**src/native_soc_pkg.sv**
```systemverilog
`default_nettype none

package native_soc_pkg;

    ////////////////////
    // bus widths
    ////////////////////
    localparam int ADDR_W = 32;
    localparam int DATA_W = 32;
    localparam int STRB_W = DATA_W / 8;

    ////////////////////
    // memory map
    ////////////////////
    localparam logic [ADDR_W-1:0] PERIPH_BASE = 32'h4000_0000;
    localparam logic [ADDR_W-1:0] TIMER_BASE  = 32'h7000_0000;
    localparam logic [ADDR_W-1:0] DDR_BASE    = 32'h8000_0000;
    // timer words at base + 0x00 up to base + 0x10
    localparam int TIMER_REGS = 5;

    // decoded target, numbered like the slave ports
    typedef enum logic [1:0] {
        SLV_BOOT  = 2'd0,
        SLV_DDR   = 2'd1,
        SLV_TIMER = 2'd2,
        SLV_GPIO  = 2'd3
    } slave_idx_t;

    // one address word, read two ways
    typedef union packed {
        // top two bits pick the 1 GB window
        struct packed {
            logic [1:0]  region;
            logic [29:0] offset;
        } rgn;
        // small register blocks, 8 words each
        struct packed {
            logic [26:0] block;
            logic [2:0]  word;
            logic [1:0]  byte_off;
        } regs;
    } mem_addr_u;

    // byte-lane merge of a write into an old word
    function automatic logic [DATA_W-1:0] strb_merge(
        input logic [DATA_W-1:0] old_val,
        input logic [DATA_W-1:0] new_val,
        input logic [STRB_W-1:0] strb
    );
        logic [DATA_W-1:0] res;
        res = old_val;
        for (int b = 0; b < STRB_W; b++) begin
            if (strb[b]) begin
                res[b*8 +: 8] = new_val[b*8 +: 8];
            end
        end
        return res;
    endfunction

endpackage

`default_nettype wire

```
**src/native_timer_regs.sv**
```systemverilog
`timescale 1ns/1ps
`default_nettype none

module native_timer_regs (
    input  logic                              clk,
    input  logic                              rst,
    input  logic [native_soc_pkg::ADDR_W-1:0] addr,
    input  logic [native_soc_pkg::DATA_W-1:0] wdata,
    input  logic [native_soc_pkg::STRB_W-1:0] wstrb,
    input  logic                              valid,
    output logic [native_soc_pkg::DATA_W-1:0] rdata,
    output logic                              ready,
    output logic                              irq
);
    import native_soc_pkg::*;

    // register word offsets
    localparam logic [2:0] W_CTRL    = 3'd0;
    localparam logic [2:0] W_COUNT   = 3'd1;
    localparam logic [2:0] W_COMPARE = 3'd2;
    localparam logic [2:0] W_STATUS  = 3'd3;
    localparam logic [2:0] W_SCRATCH = 3'd4;

    mem_addr_u         a;
    logic [2:0]        word;
    logic              acc;
    logic              wr;
    logic              en;
    logic              match_flg;
    logic [DATA_W-1:0] count;
    logic [DATA_W-1:0] compare;
    logic [DATA_W-1:0] scratch;

    assign a    = addr;
    assign word = a.regs.word;
    assign acc  = valid && !ready;
    assign wr   = acc && (wstrb != '0);
    assign irq  = match_flg;

    ////////////////////
    // control state
    ////////////////////
    always_ff @(posedge clk) begin
        if (rst) begin
            ready     <= 1'b0;
            en        <= 1'b0;
            count     <= '0;
            match_flg <= 1'b0;
        end else begin
            ready <= acc;
            if (wr && word == W_CTRL && wstrb[0]) begin
                en <= wdata[0];
            end
            // bus write beats the increment
            if (wr && word == W_COUNT) begin
                count <= strb_merge(count, wdata, wstrb);
            end else if (en) begin
                count <= count + 1'b1;
            end
            // sticky flag where a new match wins over the clear
            if (en && count == compare) begin
                match_flg <= 1'b1;
            end else if (wr && word == W_STATUS && wstrb[0] && wdata[0]) begin
                match_flg <= 1'b0;
            end
        end
    end

    // compare, scratch and read data
    always_ff @(posedge clk) begin
        if (wr && word == W_COMPARE) begin
            compare <= strb_merge(compare, wdata, wstrb);
        end
        if (wr && word == W_SCRATCH) begin
            scratch <= strb_merge(scratch, wdata, wstrb);
        end
        if (acc) begin
            case (word)
                W_CTRL:    rdata <= {{(DATA_W-1){1'b0}}, en};
                W_COUNT:   rdata <= count;
                W_COMPARE: rdata <= compare;
                W_STATUS:  rdata <= {{(DATA_W-1){1'b0}}, match_flg};
                W_SCRATCH: rdata <= scratch;
                default:   rdata <= '0;
            endcase
        end
    end

    // response only while the request is still held
    a_ready_valid: assert property (@(posedge clk) disable iff (rst)
        ready |-> valid)
        else $error("timer ready without valid");

endmodule

`default_nettype wire

```
**config.mk**
```make
export PLATFORM = sky130hd
export DESIGN_NAME = native_timer_regs
export DESIGN_NICKNAME = d
export VERILOG_FILES = /design/src/native_soc_pkg.sv /design/src/native_timer_regs.sv
export SDC_FILE = /design/constraint.sdc
export NUM_CORES = 1
export LEC_CHECK = 0
export ABC_AREA = 1
export BUFFER_PORTS_ARGS = -buffer_cell sky130_fd_sc_hd__buf_2
export CELL_PAD_IN_SITES_DETAIL_PLACEMENT = 1
export CELL_PAD_IN_SITES_GLOBAL_PLACEMENT = 2
export CORE_UTILIZATION = 35
export CTS_BUF_LIST = sky130_fd_sc_hd__clkbuf_8
export DETAILED_ROUTE_END_ITERATION = 8
export MAX_ROUTING_LAYER = met4
export PLACE_DENSITY_LB_ADDON = 0.1
export SLEW_MARGIN = 10
export SYNTH_ARGS = -nofsm -noshare
export SYNTH_HDL_FRONTEND = slang
export SYNTH_SLANG_ARGS = --single-unit
```
**constraint.sdc**
```tcl
create_clock -name clk -period 4.35 [get_ports clk]
set_input_delay 0.2175 -clock clk [delete_from_list [all_inputs] [get_ports clk]]
set_output_delay 0.2175 -clock clk [all_outputs]
set_load 0.01 [all_outputs]
```
==> impl_metrics.ini <==
[status]
status = finished, final reports clean

[clocking]
cts_made_buffers = 17
cts_root_buf = clkbuf_8
h-tree-depth = 4
path_clk_slew_ns = 0.08
cts_resized = 0
cts_sinks = 131
clock_path_buffers = 2
post_cts_buffers = 0
clk_latency_ns = 0.46
hold_buffers = 32
cts_tree = done

[sta]
max_freq_mhz = 452
setup_violations = 0
fin_skew_ns = 0.00943
tightest_slew_ns = 1.05
hold_viol = 0
fin_ws_ns = 2.14
post-route-period-util_pct = 50.9
period_needed_ns = 2.21
maxSlewViolCount = 0
max-slew-margin-rel_pct = 29.8
rsz0062_at_grt = false
setup_tns_ns = 0

[placement]
place_hpwl_um = 14800
io_buffers = 75
dp_slack_ns = 1.84
routabilityCongestion = 0.852
placed_area_um2 = 7220

[yosys]
synth-seq-cells = 131
syn_nets = 878
yosys.area_share.xor_xnor_pct = 1.06
netlist_area_um2 = 6620
synth_top_area_share_pct = 43.6
synth-warning-count = 0
avgSynthCellArea_um2 = 8.21
seq_area_frac_synth_pct = 54.2
synthMuxAreaShare_pct = 0
synthAdderAreaFrac_pct = 0.189
synth_cells = 806
synthArstFlopShare_pct = 0
yosysMostFrequentCell = nand2_1
synth_compound_area_share_pct = 9.96
synth-edff-count = 96
synth_top_family_by_area = simple AND/OR/NAND/NOR gates
synth_cell_types = 30
synth-main-ff-cell = edfxtp_1
synth_top_area_cell = edfxtp_1
netlist_top_cells_area = edfxtp_1 (44%), nand2_1 (15%), dfxtp_1 (11%), inv_1 (5.8%), nor2_1 (4.4%)
synth_commonest_cells = nand2_1 (272), inv_1 (102), edfxtp_1 (96)
synthSimpleGateAreaFrac_pct = 27.2

[power]
power.switching_mw = 0.644
power.density_nw_per_um2 = 351
fin_total_pwr_mw = 2.81
p_seq_share_pct = 49.3
intPower_mw = 2.16
power.share.switching_pct = 22.9
pwr-share-clk_pct = 43.7
vdd_drop_max_mv = 0.180
leakage_nw = 3.17
comb_power_share_pct = 7.0

[die]
start_util_pct = 36.2
die_h_um = 140
num_rows = 49
ioPinCount = 105
coreArea_um2 = 18300
die_x_um = 140
die_area_um2 = 19500

[grt]
grt_pass1_wl_um = 33700
grt_overflow = 0
grt_max_degree = 34
grt_pass1_vias = 6041
antenna_found_initial = 0
grt_use_total_pct = 23.8

[flow_run]
maxCapViolCount = 0

[route]
drt_iter0_drc = 281
ant_nets = 0
vias = 5791
drt_first_pass_iters = 4
routedWlPerCell_um = 18.3
viasPerCell = 5.00
wl_um = 21200
drc = 0

[layout]
num_antenna_cells = 0
postLayoutCellArea_um2 = 8000
multi_input_area_um2 = 2550
seqCellArea_um2 = 3580
nets = 988
drive_above_1_share_pct = 14.3
syn2layout_area_growth_pct = 20.9
fin_util_pct = 43.8
fillers = 2198

[setup_path]
arrival_ns = 2.60
required_ns = 4.74
path_max_fanout = 33
worstSetupPathType = register to register
end_kind = register
cp-start-kind = register

[worst_hold_path]
hold_path_class = input port to register
placed cells by master, fill, tap and decap left out, types with 3 or more instances in the layout:
master         instances
nor2_2                 8
inv_1                105
a21oi_1               33
o21ai_1               15
buf_4                  4
nor2_1                77
nor2_4                 5
inv_2                  3
xnor2_1                5
bufinv_16              5
nor3_1                 4
clkbuf_8              20
o21ai_0               29
edfxtp_1              96
nand3_1               52
dfxtp_1               35
o221ai_1              21
dlygate4sd3_1         32
nand2_1              272
o211ai_1              12
buf_2                 75
nand2_2                5
xor2_1                 3
cell families after synthesis:
| kind of cell | after synthesis |
|---|---|
| simple gates | 431 |
| flops | 131 |
| buf+inv | 125 |
| compound gates | 110 |
| xor+xnor | 8 |
| fa+ha+maj | 1 |
per-layer routing:
layer	up-vias	wire (um)	GRT usage [%]	share of wire, %
met2	87	10000	38.2	47
met4	0	346	7.19	1.6
li1	2871	-	-	-
met1	2814	10300	31.3	49
met3	19	512	2.96	2.4
met5	-	0	-	0
path summary, 6_finish.rpt:
check	depth (start not counted)	endpoint	slack (ns)	from
max reg2reg	7	count[2]	2.14	ready
min	3	ready	0.06	valid
max	7	count[2]	2.14	ready
min reg2reg	2	count[31]	0.51	count[31]
power groups by stage:
stage / clock, mW / combinational, mW / sequential (mW)
final: 1.23 / 0.196 / 1.39
after global routing: 1.29 / 0.217 / 1.39
after CTS: 1.25 / 0.199 / 1.39
after detailed placement: 0 / 0.175 / 1.41
after global placement: 0 / 0.171 / 1.41
after floorplan: 0 / 0.0810 / 1.42
registers in the layout, indices dropped and copies added, names as in the netlist:
| signal | flops |
|---|---|
| ready | 1 |
| scratch | 32 |
| irq | 1 |
| en | 1 |
| compare | 32 |
| rdata | 32 |
| count | 32 |
critical path, cell delays in order, from the launching register on:
cell and delay, ns:
dfxtp_1 0.35, nor2_4 0.21, nand3b_4 0.43, nand2_4 0.49, nand2_2 0.27, o21ai_0 0.18, nand2_1 0.08, a21oi_1 0.13
cell type report:
type                    instances  area share, %
multi-input cells             550           31.8
inverters                     105           4.93
flip-flops and latches        131           44.8
well taps                     229           3.58
clock inverters                12           2.33
repair buffers                111           9.07
clock buffers                  20           3.44
stage by stage:
stage	cells	hold WS (ns)
floorplan	806	0.316
global placement	1094	0.421
detailed placement	1094	0.426
CTS	1158	0.0394
global route	1158	0.0477
finish	1158	0.0644
Note: power is estimated with default switching activity, not from simulation.
