$ cat src/native_soc_pkg.sv
`default_nettype none

package native_soc_pkg;

    ////////////////////
    // bus widths
    ////////////////////
    localparam int ADDR_W = 32;
    localparam int DATA_W = 32;
    localparam int STRB_W = DATA_W / 8;

    ////////////////////
    // memory map
    ////////////////////
    localparam logic [ADDR_W-1:0] PERIPH_BASE = 32'h4000_0000;
    localparam logic [ADDR_W-1:0] TIMER_BASE  = 32'h7000_0000;
    localparam logic [ADDR_W-1:0] DDR_BASE    = 32'h8000_0000;
    // timer words at base + 0x00 up to base + 0x10
    localparam int TIMER_REGS = 5;

    // decoded target, numbered like the slave ports
    typedef enum logic [1:0] {
        SLV_BOOT  = 2'd0,
        SLV_DDR   = 2'd1,
        SLV_TIMER = 2'd2,
        SLV_GPIO  = 2'd3
    } slave_idx_t;

    // one address word, read two ways
    typedef union packed {
        // top two bits pick the 1 GB window
        struct packed {
            logic [1:0]  region;
            logic [29:0] offset;
        } rgn;
        // small register blocks, 8 words each
        struct packed {
            logic [26:0] block;
            logic [2:0]  word;
            logic [1:0]  byte_off;
        } regs;
    } mem_addr_u;

    // byte-lane merge of a write into an old word
    function automatic logic [DATA_W-1:0] strb_merge(
        input logic [DATA_W-1:0] old_val,
        input logic [DATA_W-1:0] new_val,
        input logic [STRB_W-1:0] strb
    );
        logic [DATA_W-1:0] res;
        res = old_val;
        for (int b = 0; b < STRB_W; b++) begin
            if (strb[b]) begin
                res[b*8 +: 8] = new_val[b*8 +: 8];
            end
        end
        return res;
    endfunction

endpackage

`default_nettype wire

$ cat src/native_addr_decoder.sv
`timescale 1ns/1ps
`default_nettype none

module native_addr_decoder (
    input  logic [native_soc_pkg::ADDR_W-1:0] mem_addr,
    output native_soc_pkg::slave_idx_t        slave_sel
);
    import native_soc_pkg::*;

    mem_addr_u a;
    logic      timer_hit;

    assign a = mem_addr;

    // exact word match on one of the timer registers
    // misaligned or past the last word falls through to gpio
    assign timer_hit = (a.regs.block == TIMER_BASE[ADDR_W-1:5])
                    && (a.regs.word < 3'(TIMER_REGS))
                    && (a.regs.byte_off == 2'b00);

    ////////////////////
    // region decode
    ////////////////////
    always_comb begin
        if (a.rgn.region < PERIPH_BASE[ADDR_W-1 -: 2]) begin
            // low window, boot ram
            slave_sel = SLV_BOOT;
        end else if (a.rgn.region < DDR_BASE[ADDR_W-1 -: 2]) begin
            // peripheral window
            if (timer_hit) begin
                slave_sel = SLV_TIMER;
            end else begin
                slave_sel = SLV_GPIO;
            end
        end else begin
            // everything from ddr base up
            slave_sel = SLV_DDR;
        end
    end

endmodule

`default_nettype wire

$ cat src/native_interconnect.sv
`timescale 1ns/1ps
`default_nettype none

module native_interconnect (
    input  logic                              clk,
    input  logic                              rst,
    input  logic                              mem_select,
    // master side
    input  logic [native_soc_pkg::ADDR_W-1:0] m_addr,
    input  logic [native_soc_pkg::DATA_W-1:0] m_wdata,
    input  logic [native_soc_pkg::STRB_W-1:0] m_wstrb,
    input  logic                              m_valid,
    output logic [native_soc_pkg::DATA_W-1:0] m_rdata,
    output logic                              m_ready,
    output native_soc_pkg::slave_idx_t        slave_select,
    // slave 0
    output logic [native_soc_pkg::ADDR_W-1:0] s_addr_0,
    output logic [native_soc_pkg::DATA_W-1:0] s_wdata_0,
    output logic [native_soc_pkg::STRB_W-1:0] s_wstrb_0,
    output logic                              s_valid_0,
    input  logic [native_soc_pkg::DATA_W-1:0] s_rdata_0,
    input  logic                              s_ready_0,
    // slave 1
    output logic [native_soc_pkg::ADDR_W-1:0] s_addr_1,
    output logic [native_soc_pkg::DATA_W-1:0] s_wdata_1,
    output logic [native_soc_pkg::STRB_W-1:0] s_wstrb_1,
    output logic                              s_valid_1,
    input  logic [native_soc_pkg::DATA_W-1:0] s_rdata_1,
    input  logic                              s_ready_1,
    // slave 2
    output logic [native_soc_pkg::ADDR_W-1:0] s_addr_2,
    output logic [native_soc_pkg::DATA_W-1:0] s_wdata_2,
    output logic [native_soc_pkg::STRB_W-1:0] s_wstrb_2,
    output logic                              s_valid_2,
    input  logic [native_soc_pkg::DATA_W-1:0] s_rdata_2,
    input  logic                              s_ready_2,
    // slave 3
    output logic [native_soc_pkg::ADDR_W-1:0] s_addr_3,
    output logic [native_soc_pkg::DATA_W-1:0] s_wdata_3,
    output logic [native_soc_pkg::STRB_W-1:0] s_wstrb_3,
    output logic                              s_valid_3,
    input  logic [native_soc_pkg::DATA_W-1:0] s_rdata_3,
    input  logic                              s_ready_3
);
    import native_soc_pkg::*;

    slave_idx_t dec_sel;
    slave_idx_t phys_sel;

    native_addr_decoder i_dec (
        .mem_addr  (m_addr),
        .slave_sel (dec_sel)
    );

    // reported index is the decoded one before the swap
    assign slave_select = dec_sel;

    // mem_select exchanges boot and ddr windows
    always_comb begin
        phys_sel = dec_sel;
        if (mem_select) begin
            if (dec_sel == SLV_BOOT) begin
                phys_sel = SLV_DDR;
            end else if (dec_sel == SLV_DDR) begin
                phys_sel = SLV_BOOT;
            end
        end
    end

    ////////////////////
    // request steering
    ////////////////////
    always_comb begin
        // idle slaves see all zeros
        {s_addr_3, s_addr_2, s_addr_1, s_addr_0}     = '0;
        {s_wdata_3, s_wdata_2, s_wdata_1, s_wdata_0} = '0;
        {s_wstrb_3, s_wstrb_2, s_wstrb_1, s_wstrb_0} = '0;
        {s_valid_3, s_valid_2, s_valid_1, s_valid_0} = '0;
        case (phys_sel)
            SLV_BOOT: begin
                s_addr_0  = m_addr;
                s_wdata_0 = m_wdata;
                s_wstrb_0 = m_wstrb;
                s_valid_0 = m_valid;
            end
            SLV_DDR: begin
                s_addr_1  = m_addr;
                s_wdata_1 = m_wdata;
                s_wstrb_1 = m_wstrb;
                s_valid_1 = m_valid;
            end
            SLV_TIMER: begin
                s_addr_2  = m_addr;
                s_wdata_2 = m_wdata;
                s_wstrb_2 = m_wstrb;
                s_valid_2 = m_valid;
            end
            default: begin
                s_addr_3  = m_addr;
                s_wdata_3 = m_wdata;
                s_wstrb_3 = m_wstrb;
                s_valid_3 = m_valid;
            end
        endcase
    end

    ////////////////////
    // response return
    ////////////////////
    always_comb begin
        case (phys_sel)
            SLV_BOOT: begin
                m_rdata = s_rdata_0;
                m_ready = s_ready_0;
            end
            SLV_DDR: begin
                m_rdata = s_rdata_1;
                m_ready = s_ready_1;
            end
            SLV_TIMER: begin
                m_rdata = s_rdata_2;
                m_ready = s_ready_2;
            end
            default: begin
                m_rdata = s_rdata_3;
                m_ready = s_ready_3;
            end
        endcase
    end

    // never two slaves answering in the same cycle
    a_one_ready: assert property (@(posedge clk) disable iff (rst)
        $onehot0({s_ready_3, s_ready_2, s_ready_1, s_ready_0}))
        else $error("more than one slave ready");

endmodule

`default_nettype wire

$ cat config.mk
export PLATFORM = sky130hd
export DESIGN_NAME = native_interconnect
export DESIGN_NICKNAME = d
export VERILOG_FILES = /design/src/native_soc_pkg.sv /design/src/native_addr_decoder.sv /design/src/native_interconnect.sv
export SDC_FILE = /design/constraint.sdc
export NUM_CORES = 1
export LEC_CHECK = 0
export BUFFER_PORTS_ARGS = -buffer_cell sky130_fd_sc_hd__buf_2
export CORE_AREA = 10 10 194 196
export DETAILED_ROUTE_END_ITERATION = 10
export DIE_AREA = 0 0 204 206
export SLEW_MARGIN = 20
export SYNTH_ARGS = -nofsm -noshare
export SYNTH_HDL_FRONTEND = slang
export SYNTH_SLANG_ARGS = --single-unit
$ cat constraint.sdc
create_clock -name vclk -period 2.03
set_input_delay 0.203 -clock vclk [all_inputs]
set_output_delay 0.203 -clock vclk [all_outputs]
set_load 0.005 [all_outputs]
==> flow_metrics.tcl <==
set metrics [dict create \
    outcome "completed" \
    setup_viol 0 \
    whs_ns 0.7275 \
    timing_hold_violations_final 0 \
    nClkBuffers 0 \
    die_x_um 204 \
    place_hpwl_um 21470 \
    finalMaxSlewViolations 0 \
    hp-class "in -> out" \
    placed_cells 1454 \
    vias 6003 \
    slew_headroom_pct 49.82 \
    hold_path.startpoint "m_wdata[21]" \
    cp-end-kind "output port" \
    hold_path_depth 3 \
    yosysUniqueCellTypes 24 \
    synth.largest_area_cell "nor2b_1" \
    start_util_pct 10.87 \
    cts_hold_buf 0 \
    drt_iter0_drc 297 \
    syn_inst 526 \
    dpl_worst_slack_ns -0.2456 \
    core_area_mm2 0.03395 \
    holdPathEnd "s_wdata_1[21]" \
    register_area_um2 0 \
    io_buffers 486 \
    avgViaCountPerCell 4.109 \
    dr.pass1.iters 7 \
    wl_um 26730 \
    final_common_cell "buf_2" \
    drive_above_1_share_pct 62.65 \
    area_growth_pct 92.74 \
    rows 68 \
    layout_setup_ws_ns 0.07407 \
    drcViolationCount 0 \
    grt_overflow_total 0 \
    wire_per_inst_um 18.30 \
    final_cell_mix "483 x buf_2, 135 x nor2b_1, 101 x and3_1, 66 x mux2_2, 39 x buf_4" \
    grtUsageTotal_pct 10.65 \
    synth_top_cell_area_share_pct 22.90 \
    critPathLaunchType "primary input" \
    avgSynthCellArea_um2 7.012 \
    pin_count 515 \
    nNetsFinal 1210 \
    fp.dieH_um 206 \
    multiInputGateArea_mm2 0.003410 \
    antenna_found_initial 5 \
    min_period_ns 1.956 \
    min_period_over_period_pct 96.35 \
    worstPathMaxFanout 33 \
    gp_congestion 0.9044 \
    fill_cells 3794 \
    nFlopsAndLatches 0 \
    dieArea_mm2 0.04202 \
    worstSetupPathType "in -> out" \
    yosysWarningCount 0 \
    grt_max_degree 90 \
    grt_pass1_vias 6118 \
    tightest_slew_ns 0.7510 \
    yosysSeqAreaShare_pct 0 \
    syn-cell-area_mm2 0.003689 \
    ys_top_cells_by_area "nor2b_1 23%, mux2_2 20%, and3_1 17%" \
    antenna_left 0 \
    clock.fmax_ghz 0.5113 \
    rsz0062_at_grt "true" \
    cp.arrival_ns 1.75 \
    grt_pass1_wl_um 36250 \
    critPathRequiredTime_ns 1.83 \
    maxCapViolCount 0 \
    stdcell_count 1461 \
]
## through the flow
stage               utilization (%)   TNS, ns  area [um2]
CTS                           20.46         0        6947
global placement              20.24    -15.74        6872
detailed placement            20.24    -20.57        6872
finish                        20.94         0        7109
global route                  20.93  -0.04560        7107
floorplan                         -         0        3786
## worst max path at each step
stage                     to  cells past startpoint  startpoint
4_1_cts        s_wdata_2[25]                     10  m_addr[24]
5_1_grt        s_wdata_2[17]                     10  m_addr[26]
3_3_place_gp      m_rdata[4]                      9  m_addr[23]
2_1_floorplan    m_rdata[11]                      6  mem_select
3_5_place_dp      m_rdata[4]                      9  m_addr[23]
6_report        s_wdata_3[4]                      8  m_addr[26]
## kinds of logic after synthesis
logic type	count (synthesis)	share of synthesized area [%]
AND/OR/NAND/NOR	261	44.03
other	1	0.1017
AO/OA/AOI/OAI	104	22.12
buffers and inverters	94	13.60
multiplexers	66	20.15
## cell type report
type,count,share of cell area [%]
repair buffers,543,43.79
multi-input cells,458,47.96
well taps,455,8.008
inverters,3,0.1760
diodes,2,0.07040
## metal layers
layer  track usage, %  vias up  routed length (um)
met5                0        -                  27
met4            1.904        4                 497
met3            3.997       32                2834
met2            18.74      371               13010
met1            12.15     2772               10360
li1                 -     2824                   -
## critical path: stages
cell     delay [ns]
buf_4          0.13
nor4b_4        0.30
nand4_1        0.15
buf_6          0.17
or2_4          0.28
buf_12         0.17
and3_1         0.19
buf_2          0.13
## Yosys cell counts (all sizes together)
library cell	number
conb	1
a21oi	2
or2	1
a2bb2oi	33
a22oi	33
nand4	2
nand2b	1
nor4b	2
nor2b	135
o31ai	33
o21ai	2
nor2	5
and2	8
inv	3
nor3	1
and3	102
a21o	1
clkbuf	51
nor4	4
mux2	66
buf	40
## what timing repair did
item	in CTS	in global routing
cloned	1	4
endpoints found under the setup margin	137	126
pin swaps	0	5
gates resized for setup	10	15
setup buffers	0	1
