--- src/native_soc_pkg.sv ---
`default_nettype none

package native_soc_pkg;

    ////////////////////
    // bus widths
    ////////////////////
    localparam int ADDR_W = 32;
    localparam int DATA_W = 32;
    localparam int STRB_W = DATA_W / 8;

    ////////////////////
    // memory map
    ////////////////////
    localparam logic [ADDR_W-1:0] PERIPH_BASE = 32'h4000_0000;
    localparam logic [ADDR_W-1:0] TIMER_BASE  = 32'h7000_0000;
    localparam logic [ADDR_W-1:0] DDR_BASE    = 32'h8000_0000;
    // timer words at base + 0x00 up to base + 0x10
    localparam int TIMER_REGS = 5;

    // decoded target, numbered like the slave ports
    typedef enum logic [1:0] {
        SLV_BOOT  = 2'd0,
        SLV_DDR   = 2'd1,
        SLV_TIMER = 2'd2,
        SLV_GPIO  = 2'd3
    } slave_idx_t;

    // one address word, read two ways
    typedef union packed {
        // top two bits pick the 1 GB window
        struct packed {
            logic [1:0]  region;
            logic [29:0] offset;
        } rgn;
        // small register blocks, 8 words each
        struct packed {
            logic [26:0] block;
            logic [2:0]  word;
            logic [1:0]  byte_off;
        } regs;
    } mem_addr_u;

    // byte-lane merge of a write into an old word
    function automatic logic [DATA_W-1:0] strb_merge(
        input logic [DATA_W-1:0] old_val,
        input logic [DATA_W-1:0] new_val,
        input logic [STRB_W-1:0] strb
    );
        logic [DATA_W-1:0] res;
        res = old_val;
        for (int b = 0; b < STRB_W; b++) begin
            if (strb[b]) begin
                res[b*8 +: 8] = new_val[b*8 +: 8];
            end
        end
        return res;
    endfunction

endpackage

`default_nettype wire

--- src/native_gpio.sv ---
`timescale 1ns/1ps
`default_nettype none

module native_gpio (
    input  logic                              clk,
    input  logic                              rst,
    input  logic [native_soc_pkg::ADDR_W-1:0] addr,
    input  logic [native_soc_pkg::DATA_W-1:0] wdata,
    input  logic [native_soc_pkg::STRB_W-1:0] wstrb,
    input  logic                              valid,
    input  logic [native_soc_pkg::DATA_W-1:0] gpio_in,
    output logic [native_soc_pkg::DATA_W-1:0] rdata,
    output logic                              ready,
    output logic [native_soc_pkg::DATA_W-1:0] gpio_out
);
    import native_soc_pkg::*;

    logic              acc;
    logic              sel_in;
    logic [DATA_W-1:0] in_q;

    assign acc = valid && !ready;
    // offset 4 is the input word, offset 0 the output word
    assign sel_in = addr[2];

    ////////////////////
    // output register
    ////////////////////
    always_ff @(posedge clk) begin
        if (rst) begin
            ready    <= 1'b0;
            gpio_out <= '0;
        end else begin
            ready <= acc;
            if (acc && !sel_in && wstrb != '0) begin
                gpio_out <= strb_merge(gpio_out, wdata, wstrb);
            end
        end
    end

    // input sampling and read data
    always_ff @(posedge clk) begin
        in_q <= gpio_in;
        if (acc) begin
            // input word is read only, writes there are dropped
            rdata <= sel_in ? in_q : gpio_out;
        end
    end

    a_ready_valid: assert property (@(posedge clk) disable iff (rst) ready |-> valid)
        else $error("gpio ready without valid");

endmodule

`default_nettype wire

--- config.mk ---
export PLATFORM = sky130hd
export DESIGN_NAME = native_gpio
export DESIGN_NICKNAME = d
export VERILOG_FILES = /design/src/native_soc_pkg.sv /design/src/native_gpio.sv
export SDC_FILE = /design/constraint.sdc
export NUM_CORES = 1
export LEC_CHECK = 0
export BUFFER_PORTS_ARGS = -buffer_cell sky130_fd_sc_hd__buf_4
export CELL_PAD_IN_SITES_DETAIL_PLACEMENT = 1
export CELL_PAD_IN_SITES_GLOBAL_PLACEMENT = 1
export CORE_MARGIN = 2
export CORE_UTILIZATION = 32
export CTS_CLUSTER_SIZE = 40
export DETAILED_ROUTE_END_ITERATION = 10
export GPL_TIMING_DRIVEN = 1
export HOLD_SLACK_MARGIN = 0.08
export PLACE_DENSITY_LB_ADDON = 0.2
export SLEW_MARGIN = 20
export SYNTH_ARGS = -nofsm -noshare
export SYNTH_HDL_FRONTEND = slang
export SYNTH_SLANG_ARGS = --single-unit
--- constraint.sdc ---
create_clock -name clk -period 2.2 [get_ports clk]
set_input_delay 0.11 -clock clk [delete_from_list [all_inputs] [get_ports clk]]
set_output_delay 0.11 -clock clk [all_outputs]
set_load 0.03 [all_outputs]
==> flow_summary_export.csv, run 1 <==
group,metric,value,unit
critical_path,regToRegSetupSlack,0.80,ns
detailed_routing,met3_wirelength,562,microns
clocking,clk_pin_slew,0.09,ns
critical_path,crit_fanout,8,
finish,syn_to_final_growth,55.15,%
clocking,cts_root_buffer,"clkbuf_8",
detailed_routing,top_layer_used,"met4",
detailed_routing,wl_met2,4636,microns
yosys,synth_top_family_by_area,"multiplexers",
detailed_routing,met1Wirelength,3509,microns
yosys,synth-seq-cells,97,
finish,n_antenna_cell,0,
grt,grt_antenna_before_repair,0,
power_and_ir_drop,powerDensity,668.5,nW/um^2
yosys,synth.avg_cell_area,14.28,sq um
clocking,clkSinkCount,97,
yosys,synth_top_area_cell,"dfxtp_1",
worst_hold_path,holdCritStartpoint,"rst",
detailed_routing,avgViaCountPerCell,4.328,
clocking,clk_path_buf_depth,2,
timing,tightest_slew,0.5538,ns
finish,fin_util,50.49,%
timing,hold_viol,0,
floorplan,fp.coreArea,10790,sq um
timing,drv_slew,0,
timing,whs,0.2084,ns
critical_path,cp-start-kind,"register",
critical_path,critPathCaptureType,"register",
yosys,yosysSeqAreaShare,64.41,%
critical_path,r2r.worst_path.cells,2,
critical_path,cp.arrival,1.68,ns
critical_path,regToRegStartpoint,"ready$_SDFF_PP0_",
critical_path,path_class,"register to register",
finish,layout_commonest_cell,"buf_4",
detailed_routing,routed_wl,8877,microns
yosys,synthXorXnorAreaFrac,0,%
worst_hold_path,whs_path_depth,2,
critical_path,crit_chain,"and4bb_1, mux2i_1",
finish,final_cell_area,5449,sq um
yosys,syn_area,3512,sq um
detailed_routing,drtIter0Drc,43,
finish,drive_above_1_share,41.43,%
detailed_routing,drtPass1Iterations,4,
floorplan,die_y,108.8,microns
yosys,yosysUniqueCellTypes,11,
grt,grt_pass1_wl,14000,microns
critical_path,cp.required,2.49,ns
grt,grt_usage,15.71,%
detailed_routing,num_vias,2549,
timing,slew_headroom,63.08,%
yosys,syn-num-nets,349,
critical_path,worst_path_max_delay_cell,"and4bb_1",
power_and_ir_drop,leakage,2.300,nW
place,place_congestion,0.6479,
detailed_routing,final_antenna_net_count,0,
timing,setup-tns-final,0,ns
detailed_routing,wire_per_inst,15.07,microns
yosys,syn-instance-count,246,
clocking,clk_latency,0.37,ns
clocking,cts_resized,0,
timing,max_freq,715.8,MHz
floorplan,rows,38,
place,postPlaceCellArea,4624,sq um
critical_path,cp_slowest_stage_delay,0.66,ns
yosys,yosysWarningCount,0,
detailed_routing,drc,0,
grt,grt_pass1_vias,2813,
status,status,"completed",
yosys,synth_compound_area_share,0,%
finish,layout_common_cells,"buf_4 (138), dfxtp_1 (65), nand2b_1 (64), dlygate4sd3_1 (64)",
grt,grt_max_degree,66,
yosys,yosys-mux-area-fraction,19.38,%
clocking,cts_tree,"yes",
power_and_ir_drop,irDropWorstVdd,0.0003644,V
worst_hold_path,hold_end,"ready$_SDFF_PP0_",
timing,grt_setup_unrepaired,"no",
clocking,numCtsBuffers,9,
floorplan,start_util,32.54,%
clocking,htreeDepth,3,
worst_hold_path,min_path_type,"input port to register",
power_and_ir_drop,total_power,0.003643,W
clocking,cts_setup_buffers,0,
yosys,synth_top_area_share,37.05,%
finish,nets,547,
critical_path,reg2reg_to,"gpio_out[25]$_SDFFE_PP0P_",
clocking,cts_hold_buf,64,
place,port_buffers,136,
floorplan,ios,168,
floorplan,die_w,108.8,microns
yosys,synthAdderAreaFrac,0,%
timing,finalCritPeriodShare,63.50,%
floorplan,dieArea,11830,sq um
timing,setup_viol,0,
yosys,synth_area_leaders,"dfxtp_1 (37%), edfxtp_1 (27%), nand2b_1 (11%), mux2_2 (10%), mux2i_1 (9.1%)",
yosys,synthSimpleGateAreaFrac,13.18,%
timing,period_minus_slack,1.397,ns
job,cap_violations,0,
timing,worst_clock_skew,0.007410,ns
grt,grt-ovfl-total,0,
place,dp_hpwl,5468,microns
worst max-delay path by stage:
stage	start	end	slack (ns)	cells after the start
after floorplan	ready$_SDFF_PP0_	rdata[0]$_DFFE_PP_	0.46	1
after global placement	addr[2]	gpio_out[26]$_SDFFE_PP0P_	0.77	3
after detailed placement	addr[2]	gpio_out[25]$_SDFFE_PP0P_	0.73	3
after CTS	ready$_SDFF_PP0_	gpio_out[25]$_SDFFE_PP0P_	0.78	2
after global routing	ready$_SDFF_PP0_	gpio_out[24]$_SDFFE_PP0P_	0.71	2
final	ready$_SDFF_PP0_	gpio_out[25]$_SDFFE_PP0P_	0.80	2
area by class of cell:
type                       instances  area [sq um]
fill                            1096          5344
sequential                        97          2262
tap                              140         175.2
clock inverter                     3         15.01
clock buffer                      13         168.9
multi-input combinational        134          1151
timing repair buffer             202          1677
routing by layer:
layer,vias up,GRT usage [%]
li1,1232,-
met1,1220,16.77
met2,85,27.86
met3,12,5.380
met4,0,7.234
met5,-,0
critical path: cells and delay by family (launching register included):
family,cells,cell delay [ns]
and+or+nand+nor,1,0.66
DFF,1,0.39
muxes,1,0.27
power breakdown:
| group | leakage (nW) | internal (W) | switching (W) |
|---|---|---|---|
| registers | 0.856 | 0.00195 | 0.0000354 |
| logic | 1.35 | 0.000308 | 0.000262 |
| clock network | 0.0992 | 0.000499 | 0.000590 |
| total | 2.30 | 0.00276 | 0.000887 |
registers in the layout (all words and copies together) (netlist names):
| register | flops |
|---|---|
| gpio_out | 32 |
| in_q | 32 |
| rdata | 32 |
| ready | 1 |
synth_stat cells:
| cell type | instances |
|---|---|
| buf_4 | 3 |
| nor2b_1 | 2 |
| buf_2 | 1 |
| edfxtp_1 | 32 |
| mux2_2 | 32 |
| nand2b_1 | 64 |
| and4bb_1 | 4 |
| dfxtp_1 | 65 |
| clkbuf_1 | 6 |
| buf_6 | 5 |
| mux2i_1 | 32 |
through the flow:
stage / setup WS [ns] / cells
6_report: 0.8029 / 589
5_1_grt: 0.7143 / 589
4_1_cts: 0.7809 / 589
3_5_place_dp: 0.7261 / 509
3_3_place_gp: 0.7724 / 509
2_1_floorplan: 0.4553 / 246
cell families after synthesis:
group         Yosys count
buf+inv                15
simple gates           70
flops                  97
mux                    64
(Power assumes the default switching activity.)
==> run 2: changes to the inputs <==
==> constraint.sdc (replaced) <==
create_clock -name clk -period 1.2 [get_ports clk]
set_input_delay 0.06 -clock clk [delete_from_list [all_inputs] [get_ports clk]]
set_output_delay 0.06 -clock clk [all_outputs]
set_load 0.03 [all_outputs]
==> flow_summary_export.csv, run 2 (synthesis results as in run 1) <==
group,metric,value,unit
critical_path,regToRegStartpoint,"ready$_SDFF_PP0_",
clocking,clk_pin_slew,0.09,ns
floorplan,dieArea,11830,sq um
critical_path,critPathCaptureType,"register",
timing,period_minus_slack,1.103,ns
critical_path,r2r.worst_path.cells,3,
floorplan,rows,38,
finish,drive_above_1_share,42.89,%
floorplan,fp.coreArea,10790,sq um
floorplan,die_w,108.8,microns
finish,layout_commonest_cell,"buf_4",
place,place_congestion,0.6767,
finish,n_antenna_cell,0,
timing,grt_setup_unrepaired,"no",
clocking,htreeDepth,3,
detailed_routing,drtIter0Drc,60,
place,port_buffers,136,
detailed_routing,drtPass1Iterations,4,
place,dp_hpwl,5920,microns
critical_path,cp-start-kind,"register",
worst_hold_path,whs_path_depth,3,
clocking,clkSinkCount,97,
power_and_ir_drop,leakage,2.372,nW
critical_path,reg2reg_to,"gpio_out[27]$_SDFFE_PP0P_",
grt,grt_max_degree,42,
grt,grt_pass1_wl,13880,microns
timing,setup-tns-final,0,ns
timing,slew_headroom,87.03,%
grt,grt_usage,15.79,%
timing,worst_clock_skew,0.009632,ns
clocking,cts_root_buffer,"clkbuf_8",
critical_path,cp.required,1.49,ns
finish,instances_no_fill,597,
timing,drv_slew,0,
detailed_routing,avgViaCountPerCell,4.315,
floorplan,die_y,108.8,microns
finish,reg.largest.list,"gpio_out x32, in_q x32, rdata x32",
detailed_routing,drc,0,
worst_hold_path,hold_end,"gpio_out[30]$_SDFFE_PP0P_",
critical_path,regToRegSetupSlack,0.1,ns
detailed_routing,wire_per_inst,15.08,microns
grt,grt_pass1_vias,2759,
job,cap_violations,0,
critical_path,crit_fanout,8,
detailed_routing,num_vias,2576,
power_and_ir_drop,powerDensity,1208,nW/um^2
finish,syn_to_final_growth,60.38,%
status,status,"completed",
critical_path,crit_chain,"and4bb_1, buf_12, mux2i_1",
critical_path,worst_path_max_delay_cell,"dfxtp_4",
timing,finalCritPeriodShare,91.88,%
clocking,clk_latency,0.36,ns
finish,layout_common_cells,"buf_4 (138), nand2b_1 (64), dfxtp_1 (64), dlygate4sd3_1 (64)",
timing,setup_viol,0,
power_and_ir_drop,irDropWorstVdd,0.0005336,V
place,post-place-cells,518,
timing,max_freq,906.9,MHz
detailed_routing,final_antenna_net_count,0,
finish,nets,556,
detailed_routing,routed_wl,9004,microns
critical_path,cp_slowest_stage_delay,0.37,ns
timing,hold_viol,0,
timing,tightest_slew,0.1945,ns
grt,grt-ovfl-total,0,
clocking,cts_tree,"yes",
floorplan,start_util,32.54,%
clocking,clk_path_buf_depth,2,
floorplan,ios,168,
grt,grt_antenna_before_repair,0,
critical_path,path_class,"register to register",
critical_path,cp.arrival,1.39,ns
clocking,numCtsBuffers,9,
clocking,cts_resized,0,
worst_hold_path,holdCritStartpoint,"rst",
worst_hold_path,min_path_type,"input port to register",
==> run 2: changes by cell type in the layout (fill, tap and decap cells not counted) <==
| cell | change |
|---|---|
| buf_12 | +9 |
| bufinv_16 | +1 |
| clkbuf_1 | -1 |
| clkbuf_8 | -3 |
| clkinvlp_4 | +2 |
| dfxtp_1 | -1 |
| dfxtp_4 | +1 |
==> run 2: per-stage QoR <==
stage               utilization, %  worst slack [ns]  instance area [sq um]  total power (W)  hold WS, ns
detailed placement           44.55            0.1030                   4808         0.004664       0.1658
finish                       52.19           0.09740                   5633         0.006806       0.1271
global placement             44.55            0.1254                   4808         0.004640       0.1645
floorplan                        -           -0.1011                   3523         0.004194      0.08772
CTS                          52.19           0.07339                   5633         0.006891       0.1223
global route                 52.19           0.01595                   5633         0.007117       0.1619
==> run 2: repair_timing <==
action | 4_1_cts | 5_1_grt
hold endpoints to repair | 64 | 0
hold buffers | 64 | 0
endpoints found under the setup margin | 0 | 0
buffers inserted | 0 | 0
==> run 2: per-layer routing <==
| layer | part of all wire [%] | global-route usage [%] | vias up |
|---|---|---|---|
| met2 | 53 | 27.90 | 77 |
| met4 | 1.4 | 6.868 | 0 |
| li1 | - | - | 1254 |
| met3 | 7.4 | 5.320 | 9 |
| met5 | 0 | 0 | - |
| met1 | 38 | 17.16 | 1236 |
==> run 2: worst max-delay path by stage <==
stage | from | endpoint | slack [ns] | depth (start not counted)
after detailed placement | ready$_SDFF_PP0_ | gpio_out[18]$_SDFFE_PP0P_ | 0.10 | 3
after floorplan | ready$_SDFF_PP0_ | rdata[0]$_DFFE_PP_ | -0.10 | 1
after global routing | ready$_SDFF_PP0_ | gpio_out[9]$_SDFFE_PP0P_ | 0.02 | 3
after CTS | ready$_SDFF_PP0_ | gpio_out[27]$_SDFFE_PP0P_ | 0.07 | 3
after global placement | ready$_SDFF_PP0_ | gpio_out[30]$_SDFFE_PP0P_ | 0.13 | 3
final | ready$_SDFF_PP0_ | gpio_out[27]$_SDFFE_PP0P_ | 0.1 | 3
==> run 2: area by class of cell <==
class / instances / area (sq um)
sequential: 97 / 2266
fill: 1099 / 5160
timing repair buffer: 211 / 1857
clock inverter: 6 / 60.06
tap: 140 / 175.2
multi-input combinational: 134 / 1151
clock buffer: 9 / 123.9
==> run 2: power by group <==
part | leakage [nW] | switching (W) | internal (W)
Sequential | 0.856 | 0.0000646 | 0.00357
Clock | 0.0909 | 0.00112 | 0.000941
Combinational | 1.43 | 0.000494 | 0.000619
Total | 2.37 | 0.00167 | 0.00513
==> run 2: critical path, delay by kind of cell (launching register included) <==
| family | cells | cell delay [ns] |
|---|---|---|
| multiplexers | 1 | 0.19 |
| AND/OR/NAND/NOR | 1 | 0.32 |
| flip-flops | 1 | 0.37 |
| buffers and inverters | 1 | 0.15 |
==> run 3: changes to the inputs <==
--- a/config.mk
+++ b/config.mk
@@ -5,7 +5,7 @@
 export SDC_FILE = /design/constraint.sdc
 export NUM_CORES = 1
 export LEC_CHECK = 0
-export BUFFER_PORTS_ARGS = -buffer_cell sky130_fd_sc_hd__buf_4
+export BUFFER_PORTS_ARGS = -buffer_cell sky130_fd_sc_hd__buf_2
 export CELL_PAD_IN_SITES_DETAIL_PLACEMENT = 1
 export CELL_PAD_IN_SITES_GLOBAL_PLACEMENT = 1
 export CORE_MARGIN = 2
@@ -15,6 +15,7 @@
 export GPL_TIMING_DRIVEN = 1
 export HOLD_SLACK_MARGIN = 0.08
 export PLACE_DENSITY_LB_ADDON = 0.2
+export RECOVER_POWER = 25
 export SLEW_MARGIN = 20
 export SYNTH_ARGS = -nofsm -noshare
 export SYNTH_HDL_FRONTEND = slang
==> flow_summary_export.csv, run 3 (synthesis results as in run 1) <==
group,metric,value,unit
grt,grt-ovfl-total,0,
detailed_routing,num_vias,2556,
grt,grt_pass1_vias,2722,
timing,max_freq,898.8,MHz
timing,period_minus_slack,1.113,ns
clocking,cts_root_buffer,"clkbuf_8",
floorplan,rows,38,
critical_path,cp.required,1.49,ns
timing,finalCritPeriodShare,92.71,%
clocking,clkSinkCount,97,
status,status,"completed",
timing,drv_slew,0,
finish,fillCellCount,1137,
detailed_routing,routed_wl,8548,microns
detailed_routing,drtIter0Drc,61,
finish,multiInputGateArea,1151,sq um
critical_path,cp.arrival,1.40,ns
finish,fin_util,49.25,%
timing,setup_viol,0,
timing,whs,0.1291,ns
detailed_routing,drc,0,
finish,regArea,2266,sq um
finish,reg.largest.list,"gpio_out x32, in_q x32, rdata x32",
grt,grt_antenna_before_repair,0,
critical_path,path_class,"register to register",
critical_path,cp-start-kind,"register",
timing,worst_clock_skew,0.006506,ns
power_and_ir_drop,leakage,2.298,nW
critical_path,crit_chain,"and4bb_1, buf_12, mux2i_1",
power_and_ir_drop,power.switching,0.001634,W
grt,grt_max_degree,66,
critical_path,critPathCaptureType,"register",
critical_path,worst_path_max_delay_cell,"dfxtp_4",
detailed_routing,final_antenna_net_count,0,
power_and_ir_drop,power_frac_comb,13.6,%
job,cap_violations,0,
clocking,htreeDepth,3,
finish,final_cell_area,5315,sq um
clocking,clk_latency,0.36,ns
grt,grt_usage,15.27,%
grt,grt_pass1_wl,13560,microns
power_and_ir_drop,powerDensity,1329,nW/um^2
worst_hold_path,min_path_type,"input port to register",
timing,finalWorstSetupSlack,0.08744,ns
place,dp_hpwl,5750,microns
floorplan,ios,168,
clocking,cts_resized,0,
power_and_ir_drop,power.share.clock,35.0,%
clocking,cts_tree,"yes",
timing,grt_setup_unrepaired,"no",
finish,drive_above_1_share,42.32,%
timing,slew_headroom,83.97,%
floorplan,start_util,32.54,%
detailed_routing,wire_per_inst,14.34,microns
power_and_ir_drop,seq_power_share,51.4,%
timing,tightest_slew,0.2404,ns
finish,syn_to_final_growth,51.34,%
clocking,numCtsBuffers,9,
critical_path,crit_fanout,8,
finish,layout_commonest_cell,"buf_2",
floorplan,dieArea,11830,sq um
timing,hold_viol,0,
place,port_buffers,136,
floorplan,die_y,108.8,microns
finish,n_antenna_cell,0,
power_and_ir_drop,irDropWorstVdd,0.0009307,V
power_and_ir_drop,p_int,0.005432,W
power_and_ir_drop,swShare,23.13,%
finish,layout_common_cells,"buf_2 (136), nand2b_1 (64), dfxtp_1 (64), dlygate4sd3_1 (64)",
clocking,clk_path_buf_depth,2,
floorplan,fp.coreArea,10790,sq um
floorplan,die_w,108.8,microns
place,postPlaceCellArea,4441,sq um
detailed_routing,drtPass1Iterations,4,
critical_path,cp_slowest_stage_delay,0.37,ns
finish,nets,554,
detailed_routing,avgViaCountPerCell,4.289,
clocking,clk_pin_slew,0.09,ns
place,place_ws,0.08396,ns
place,place_congestion,0.6762,
run 3: final cells by class:
type                       instances  area share, %
clock buffer                      10          2.401
clock inverter                     6          2.001
multi-input combinational        134          21.66
sequential                        97          42.63
tap                              140          3.296
timing repair buffer             209          28.01
run 3: what timing repair did:
item,in CTS,in global routing
hold buffers,64,0
endpoints found under the hold margin,64,0
setup buffers,0,0
run 3: critical path: cells and delay by family, from the launching register on:
family	cells	cell delay, ns
buffers and inverters	1	0.15
flip-flops	1	0.37
multiplexers	1	0.19
AND/OR/NAND/NOR	1	0.32
run 3: worst paths after layout:
| path | end | cells past startpoint | slack [ns] | startpoint |
|---|---|---|---|---|
| worst max register to register | gpio_out[25]$_SDFFE_PP0P_ | 3 | 0.09 | ready$_SDFF_PP0_ |
| worst min register to register | gpio_out[19]$_SDFFE_PP0P_ | 2 | 0.49 | gpio_out[19]$_SDFFE_PP0P_ |
| worst min-delay path | ready$_SDFF_PP0_ | 3 | 0.13 | rst |
| worst max-delay path | gpio_out[25]$_SDFFE_PP0P_ | 3 | 0.09 | ready$_SDFF_PP0_ |
run 3: layer usage:
metal / vias to the layer above / part of all wire (%) / global-route usage [%] / wire length [microns]
li1: 1252 / - / - / -
met4: 0 / 1.5 / 6.868 / 128
met3: 10 / 5.8 / 4.244 / 497
met5: - / 0 / 0 / 0
met1: 1218 / 42 / 17.67 / 3575
met2: 76 / 51 / 26.25 / 4347
run 3: through the flow:
step                      power [W]  setup TNS (ns)  std cells
after floorplan            0.004194          -3.235        246
after global placement     0.004500               0        516
after detailed placement   0.004524               0        516
after CTS                  0.007189               0        596
after global routing       0.007400               0        596
final                      0.007066               0        596
run 3: power by group through the flow:
stage	Clock [W]	Combinational, W	Sequential (W)
after detailed placement	0	0.000815	0.00371
final	0.00247	0.000964	0.00363
after global routing	0.00271	0.00104	0.00365
after CTS	0.00258	0.000979	0.00363
after global placement	0	0.000799	0.00370
after floorplan	0	0.000270	0.00392
